### config.mk
export PLATFORM = sky130hd
export DESIGN_NAME = texture_descriptor_top
export DESIGN_NICKNAME = d
export VERILOG_FILES = /design/src/texture_pkg.sv /design/src/window_if.sv /design/src/ring_if.sv /design/src/line_buffer.sv /design/src/ring_sampler.sv /design/src/texture_codes.sv /design/src/texture_descriptor_top.sv
export SDC_FILE = /design/constraint.sdc
export NUM_CORES = 2
export LEC_CHECK = 0
export BUFFER_PORTS_ARGS = -buffer_cell sky130_fd_sc_hd__buf_2
export CAP_MARGIN = 10
export CORE_MARGIN = 3
export CORE_UTILIZATION = 30
export CTS_CLUSTER_DIAMETER = 200
export DETAILED_ROUTE_END_ITERATION = 10
export HOLD_SLACK_MARGIN = 0.02
export MAX_ROUTING_LAYER = met4
export PLACE_DENSITY = 0.57
export SLEW_MARGIN = 20
export SYNTH_ARGS = -nofsm -noshare
export SYNTH_HDL_FRONTEND = slang
export SYNTH_HIERARCHICAL = 1
export SYNTH_SLANG_ARGS = --single-unit
### constraint.sdc
create_clock -name clk -period 6.6 [get_ports clk]
set_input_delay 0.33 -clock clk [delete_from_list [all_inputs] [get_ports clk]]
set_output_delay 0.33 -clock clk [all_outputs]
set_load 0.1 [all_outputs]
### src/texture_pkg.sv
package texture_pkg;

  // grayscale sample
  typedef logic [7:0] pixel_t;

  // one bit per direction, bit 0 is east
  typedef logic [7:0] code_t;

  // sum of a full window, also holds 25 times one pixel
  typedef logic [12:0] win_sum_t;

  // window side and pixel count
  localparam int WIN      = 5;
  localparam int WIN_AREA = WIN * WIN;

  // sampling directions, counter-clockwise from east
  typedef enum logic [2:0] {
    DIR_E  = 3'd0,
    DIR_NE = 3'd1,
    DIR_N  = 3'd2,
    DIR_NW = 3'd3,
    DIR_W  = 3'd4,
    DIR_SW = 3'd5,
    DIR_S  = 3'd6,
    DIR_SE = 3'd7
  } dir_e;

endpackage

### src/window_if.sv
`timescale 1ns/1ps

interface window_if;
  import texture_pkg::*;

  // px[0] is the oldest row, px[r][0] the oldest column
  pixel_t px [WIN][WIN];

  // one-cycle pulse for a complete interior window
  logic win_valid;
  // window completed by the last pixel of the frame
  logic win_last;

  modport src (
    output px,
    output win_valid,
    output win_last
  );

  modport dst (
    input px,
    input win_valid,
    input win_last
  );

endinterface

### src/ring_if.sv
`timescale 1ns/1ps

interface ring_if;
  import texture_pkg::*;

  // radius-1 and radius-2 samples, indexed by direction
  pixel_t   inner [DIR_E:DIR_SE];
  pixel_t   outer [DIR_E:DIR_SE];
  // sum of all window pixels
  win_sum_t sum;

  logic ring_valid;
  logic ring_last;

  modport src (
    output inner,
    output outer,
    output sum,
    output ring_valid,
    output ring_last
  );

  modport dst (
    input inner,
    input outer,
    input sum,
    input ring_valid,
    input ring_last
  );

endinterface

### src/line_buffer.sv
`timescale 1ns/1ps

module line_buffer #(
  parameter int ROWS = 30,
  parameter int COLS = 30
) (
  input  logic                clk,
  input  logic                rst_n_i,
  input  texture_pkg::pixel_t pixel_i,
  input  logic                pixel_valid_i,
  window_if.src               win
);
  import texture_pkg::*;

  localparam int ROW_W = $clog2(ROWS);
  localparam int COL_W = $clog2(COLS);

  // four previous rows, entry 0 holds the oldest
  pixel_t           line_mem [WIN-1][COLS];
  // new window column, top to bottom
  pixel_t           col_px   [WIN];
  logic [ROW_W-1:0] row_cnt;
  logic [COL_W-1:0] col_cnt;
  logic             col_end;
  logic             row_end;

  assign col_end = (col_cnt == COL_W'(COLS - 1));
  assign row_end = (row_cnt == ROW_W'(ROWS - 1));

  always_comb begin
    for (int r = 0; r < WIN - 1; r++) begin
      col_px[r] = line_mem[r][col_cnt];
    end
    col_px[WIN-1] = pixel_i;
  end

  // each row moves up one memory at the current column
  always_ff @(posedge clk) begin
    if (pixel_valid_i) begin
      for (int r = 0; r < WIN - 1; r++) begin
        line_mem[r][col_cnt] <= col_px[r+1];
      end
    end
  end

  // window shifts left, new column enters on the right
  always_ff @(posedge clk) begin
    if (pixel_valid_i) begin
      for (int r = 0; r < WIN; r++) begin
        for (int c = 0; c < WIN - 1; c++) begin
          win.px[r][c] <= win.px[r][c+1];
        end
        win.px[r][WIN-1] <= col_px[r];
      end
    end
  end

  always_ff @(posedge clk or negedge rst_n_i) begin
    if (!rst_n_i) begin
      row_cnt       <= '0;
      col_cnt       <= '0;
      win.win_valid <= 1'b0;
      win.win_last  <= 1'b0;
    end else begin
      // counts still refer to the pixel accepted on this edge
      win.win_valid <= pixel_valid_i && (row_cnt >= ROW_W'(WIN - 1))
                       && (col_cnt >= COL_W'(WIN - 1));
      win.win_last  <= pixel_valid_i && row_end && col_end;
      if (pixel_valid_i) begin
        if (col_end) begin
          col_cnt <= '0;
          row_cnt <= row_end ? '0 : row_cnt + 1'b1;
        end else begin
          col_cnt <= col_cnt + 1'b1;
        end
      end
    end
  end

endmodule

### src/ring_sampler.sv
`timescale 1ns/1ps

module ring_sampler (
  input  logic  clk,
  input  logic  rst_n_i,
  window_if.dst win,
  ring_if.src   ring
);
  import texture_pkg::*;

  localparam int CTR = WIN / 2;

  pixel_t   inner_c [DIR_E:DIR_SE];
  pixel_t   outer_c [DIR_E:DIR_SE];
  win_sum_t sum_c;

  // unit step per direction, north is the older row
  function automatic int row_step(dir_e d);
    case (d)
      DIR_NE, DIR_N, DIR_NW: row_step = -1;
      DIR_SW, DIR_S, DIR_SE: row_step = 1;
      default:               row_step = 0;
    endcase
  endfunction

  function automatic int col_step(dir_e d);
    case (d)
      DIR_E, DIR_NE, DIR_SE: col_step = 1;
      DIR_NW, DIR_W, DIR_SW: col_step = -1;
      default:               col_step = 0;
    endcase
  endfunction

  always_comb begin
    for (int d = DIR_E; d <= DIR_SE; d++) begin
      inner_c[d] = win.px[CTR + row_step(dir_e'(d))][CTR + col_step(dir_e'(d))];
      outer_c[d] = win.px[CTR + 2 * row_step(dir_e'(d))][CTR + 2 * col_step(dir_e'(d))];
    end
  end

  always_comb begin
    sum_c = '0;
    for (int r = 0; r < WIN; r++) begin
      for (int c = 0; c < WIN; c++) begin
        sum_c = sum_c + win_sum_t'(win.px[r][c]);
      end
    end
  end

  always_ff @(posedge clk) begin
    if (win.win_valid) begin
      ring.inner <= inner_c;
      ring.outer <= outer_c;
      ring.sum   <= sum_c;
    end
  end

  always_ff @(posedge clk or negedge rst_n_i) begin
    if (!rst_n_i) begin
      ring.ring_valid <= 1'b0;
      ring.ring_last  <= 1'b0;
    end else begin
      ring.ring_valid <= win.win_valid;
      ring.ring_last  <= win.win_last;
    end
  end

endmodule

### src/texture_codes.sv
`timescale 1ns/1ps

module texture_codes (
  input  logic               clk,
  input  logic               rst_n_i,
  ring_if.dst                ring,
  output texture_pkg::code_t rd_code_o,
  output texture_pkg::code_t ni_code_o,
  output logic               pattern_valid_o,
  output logic               frame_done_o
);
  import texture_pkg::*;

  code_t rd_c;
  code_t ni_c;

  always_comb begin
    for (int d = DIR_E; d <= DIR_SE; d++) begin
      rd_c[d] = (ring.outer[d] >= ring.inner[d]);
      // outer against the window mean, scaled up instead of divided
      ni_c[d] = (win_sum_t'(ring.outer[d]) * win_sum_t'(WIN_AREA) >= ring.sum);
    end
  end

  always_ff @(posedge clk) begin
    if (ring.ring_valid) begin
      rd_code_o <= rd_c;
      ni_code_o <= ni_c;
    end
  end

  always_ff @(posedge clk or negedge rst_n_i) begin
    if (!rst_n_i) begin
      pattern_valid_o <= 1'b0;
      frame_done_o    <= 1'b0;
    end else begin
      pattern_valid_o <= ring.ring_valid;
      frame_done_o    <= ring.ring_last;
    end
  end

endmodule

### src/texture_descriptor_top.sv
`timescale 1ns/1ps

module texture_descriptor_top #(
  parameter int ROWS = 30,
  parameter int COLS = 30
) (
  input  logic                clk,
  input  logic                rst_n_i,
  input  texture_pkg::pixel_t pixel_i,
  input  logic                pixel_valid_i,
  output texture_pkg::code_t  rd_code_o,
  output texture_pkg::code_t  ni_code_o,
  output logic                pattern_valid_o,
  output logic                frame_done_o
);

  window_if win_bus ();
  ring_if   ring_bus ();

  line_buffer #(
    .ROWS(ROWS),
    .COLS(COLS)
  ) line_buffer_inst (
    .clk          (clk),
    .rst_n_i      (rst_n_i),
    .pixel_i      (pixel_i),
    .pixel_valid_i(pixel_valid_i),
    .win          (win_bus.src)
  );

  ring_sampler ring_sampler_inst (
    .clk    (clk),
    .rst_n_i(rst_n_i),
    .win    (win_bus.dst),
    .ring   (ring_bus.src)
  );

  texture_codes texture_codes_inst (
    .clk            (clk),
    .rst_n_i        (rst_n_i),
    .ring           (ring_bus.dst),
    .rd_code_o      (rd_code_o),
    .ni_code_o      (ni_code_o),
    .pattern_valid_o(pattern_valid_o),
    .frame_done_o   (frame_done_o)
  );

endmodule

==> flow_metrics.env <==
export IMPL_vias=32480
export IMPL_wl_per_cell_microns=22.88
export IMPL_hpwlAfterDp_mm=94.04
export IMPL_slew_headroom_pct=25.20
export IMPL_grt_pass1_vias=32370
export IMPL_numCtsBuffers=130
export IMPL_rsz0062_at_grt="yes"
export IMPL_synth_avg_cell_area_sq_um=16.71
export IMPL_cap_viol_max_count=0
export IMPL_synth_edff_count=1317
export IMPL_routed_wirelength_mm=152.4
export IMPL_finalSetupViolations=0
export IMPL_post_route_min_period_ns=6.382
export IMPL_start_util_pct=30.27
export IMPL_nNetsFinal=4516
export IMPL_tightest_slew_ns=1.119
export IMPL_ys_seq_elements=1333
export IMPL_syn_area_sq_um=62110
export IMPL_dieArea_sq_um=212500
export IMPL_setup_worst_path_start="line_buffer_inst/win.px[187]"
export IMPL_antenna_found_initial=13
export IMPL_grt_pass1_wl_mm=223.0
export IMPL_dp_slack_ns=0.01145
export IMPL_hold_worst_slack_ns=0.1139
export IMPL_timing_rr_start="line_buffer_inst/win.px[187]"
export IMPL_cts_root_buf="clkbuf_16"
export IMPL_outcome="finished clean"
export IMPL_gr_total_overflow=0
export IMPL_fp_row_count=166
export IMPL_fp_dieH_microns=461
export IMPL_vias_per_cell=4.878
export IMPL_cp_arrival_ns=6.87
export IMPL_coreArea_sq_um=205200
export IMPL_crit_type="reg2reg"
export IMPL_synth_cell_type_count=70
export IMPL_synth_ff_type="edfxtp_1"
export IMPL_place_gp_congestion=0.7862
export IMPL_syn_to_final_growth_pct=13.28
export IMPL_portBuffers=28
export IMPL_grt_usage_pct=14.72
export IMPL_syn_nets=4364
export IMPL_cp_max_fo=5
export IMPL_firstDrtPassIters=5
export IMPL_clock_path_buffers=3
export IMPL_clock_skew_ns=0.03792
export IMPL_cts_sinks=1333
export IMPL_drtIter0Drc=3288
export IMPL_drive_gt1_share_pct=12.19
export IMPL_setup_ws_ns=0.2176
export IMPL_grt_max_degree=102
export IMPL_utilization_pct=34.28
export IMPL_syn_inst=3717
export IMPL_startpoint_type="flip-flop"
export IMPL_max_freq_mhz=156.7
export IMPL_final_design_area_no_fill_sq_um=70350
export IMPL_fin_crit_sh_pct=96.70
export IMPL_critical_path_required_ns=7.09
export IMPL_cts_tree="done"
export IMPL_place_area_sq_um=66040
export IMPL_yosysWarnings=6
export IMPL_ant_nets=0
export IMPL_ios=29
export IMPL_drv_slew=0
export IMPL_end_kind="flip-flop"
export IMPL_die_width_microns=461
export IMPL_hold_start="pixel_i[6]"
export IMPL_htree_levels=4
export IMPL_hold_viol=0
export IMPL_yosysSeqAreaShare_pct=64.32
export IMPL_clk_pin_slew_worst_paths_ns=0.07
export IMPL_clock_latency_ns=0.76
export IMPL_holdCritPathClass="in2reg"
export IMPL_synth_async_reset_ratio_pct=1.200
export IMPL_route_detailed_drc=0
through the flow:
stage | std cells | TNS, ns
after CTS | 6654 | 0
final | 6659 | 0
after global routing | 6659 | -0.06446
after global placement | 6412 | -0.003378
after detailed placement | 6418 | 0
after floorplan | 3717 | 0
worst paths after layout:
kind,end,slack (ns),depth (start not counted)
max in group asynchronous,line_buffer_inst/row_cnt[1],4.97,4
min in group asynchronous,line_buffer_inst/col_cnt[2],0.51,3
max reg2reg,ring_sampler_inst/ring.sum[11],0.22,23
min reg2reg,ring_sampler_inst/ring.ring_last,0.35,0
min,line_buffer_inst/line_mem[3][110],0.11,1
max,ring_sampler_inst/ring.sum[11],0.22,23
placed cells by master, fill, tap and decap left out, drive strengths merged, types with 18 or more instances in the layout:
master,count
nand4,52
xnor2,51
a21oi,72
o22ai,99
mux4,96
a22oi,61
o21ai,40
ha,438
buf,124
a21o,82
clkbuf,161
mux2i,261
fa,198
o2bb2ai,29
nand3,27
nor2,100
xor2,28
nand2,65
edfxtp,1317
clkinv,54
nor4,30
nand2b,18
inv,408
cell type report:
type / instances / area (sq um)
Timing Repair Buffer: 127 / 1005
Sequential cell: 1333 / 39960
Inverter: 400 / 1503
Fill cell: 19500 / 134900
Clock inverter: 72 / 759.5
Tap cell: 2688 / 3363
Clock buffer: 161 / 3422
Antenna cell: 1 / 2.502
Multi-Input combinational cell: 1877 / 20340
cell families after synthesis:
group                    after synthesis  synth area share, %
buffers and inverters                507                3.455
multiplexers                         357                7.688
XOR/XNOR                              79                1.114
AO/OA/AOI/OAI                        448                5.149
adder cells (fa/ha/maj)              636                15.21
AND/OR/NAND/NOR                      357                3.066
flip-flops                          1333                64.32
cells in the mapped netlist (all sizes together) (11+ instances only):
| cell type | n | area share (%) |
|---|---|---|
| edfxtp | 1317 | 64 |
| ha | 438 | 8.8 |
| inv | 399 | 2.4 |
| mux2i | 261 | 4.2 |
| fa | 198 | 6.4 |
| nor2 | 100 | 0.60 |
| o22ai | 99 | 1.0 |
| mux4 | 96 | 3.5 |
| a21o | 82 | 0.99 |
| buf | 82 | 0.88 |
| a21oi | 72 | 0.62 |
| nand2 | 65 | 0.39 |
| a22oi | 61 | 0.74 |
| nand4 | 52 | 0.52 |
| xnor2 | 51 | 0.72 |
| o21ai | 40 | 0.32 |
| nor4 | 30 | 0.30 |
| o2bb2ai | 29 | 0.41 |
| xor2 | 28 | 0.39 |
| nand3 | 27 | 0.22 |
| clkbuf | 25 | 0.15 |
| nand2b | 18 | 0.18 |
| dfrtp | 16 | 0.64 |
| nor3 | 15 | 0.13 |
| and3 | 12 | 0.17 |
| o21bai | 11 | 0.17 |
critical path: stages, from the launching register on:
cell and delay [ns]:
edfxtp_1 0.39, ha_1 0.33, a21o_1 0.18, a21oi_1 0.19, a31oi_1 0.12, nor2_1 0.13, xor2_1 0.24, fa_1 0.45
inv_1 0.07, fa_1 0.42, fa_1 0.49, inv_1 0.05, fa_1 0.49, inv_1 0.05, fa_1 0.46, fa_1 0.54
inv_1 0.05, fa_1 0.53, inv_1 0.07, ha_4 0.27, a21oi_2 0.16, a21boi_2 0.08, o41ai_2 0.23, xnor2_1 0.10
registers in the layout, indices dropped and copies added (netlist names):
| register | count |
|---|---|
| line_buffer_inst/col_cnt | 5 |
| line_buffer_inst/line_mem | 960 |
| line_buffer_inst/row_cnt | 5 |
| line_buffer_inst/win.px | 200 |
| line_buffer_inst/win.win_last | 1 |
| line_buffer_inst/win.win_valid | 1 |
| ring_sampler_inst/ring.inner | 64 |
| ring_sampler_inst/ring.outer | 64 |
| ring_sampler_inst/ring.ring_last | 1 |
| ring_sampler_inst/ring.ring_valid | 1 |
| ring_sampler_inst/ring.sum | 13 |
| texture_codes_inst/frame_done_o | 1 |
| texture_codes_inst/ni_code_o | 8 |
| texture_codes_inst/pattern_valid_o | 1 |
| texture_codes_inst/rd_code_o | 8 |
per-layer routing:
layer | track usage [%] | share of wire, % | up-vias
li1 | - | - | 14470
met2 | 21.95 | 45 | 996
met4 | 3.804 | 2.0 | 0
met3 | 2.633 | 7.5 | 197
met5 | - | 0 | -
met1 | 20.75 | 45 | 16820
timing repair:
action / CTS / global route
hold endpoints to repair: 16 / 0
pin swaps: 0 / 5
hold buffers: 3 / 0
setup buffers: 0 / 1
resized for setup: 1 / 11
setup endpoints to repair: 3 / 6
Power is left out: the tool's default activity adds up to more than one toggle a clock period on the data nets, which glitch-free logic cannot reach.
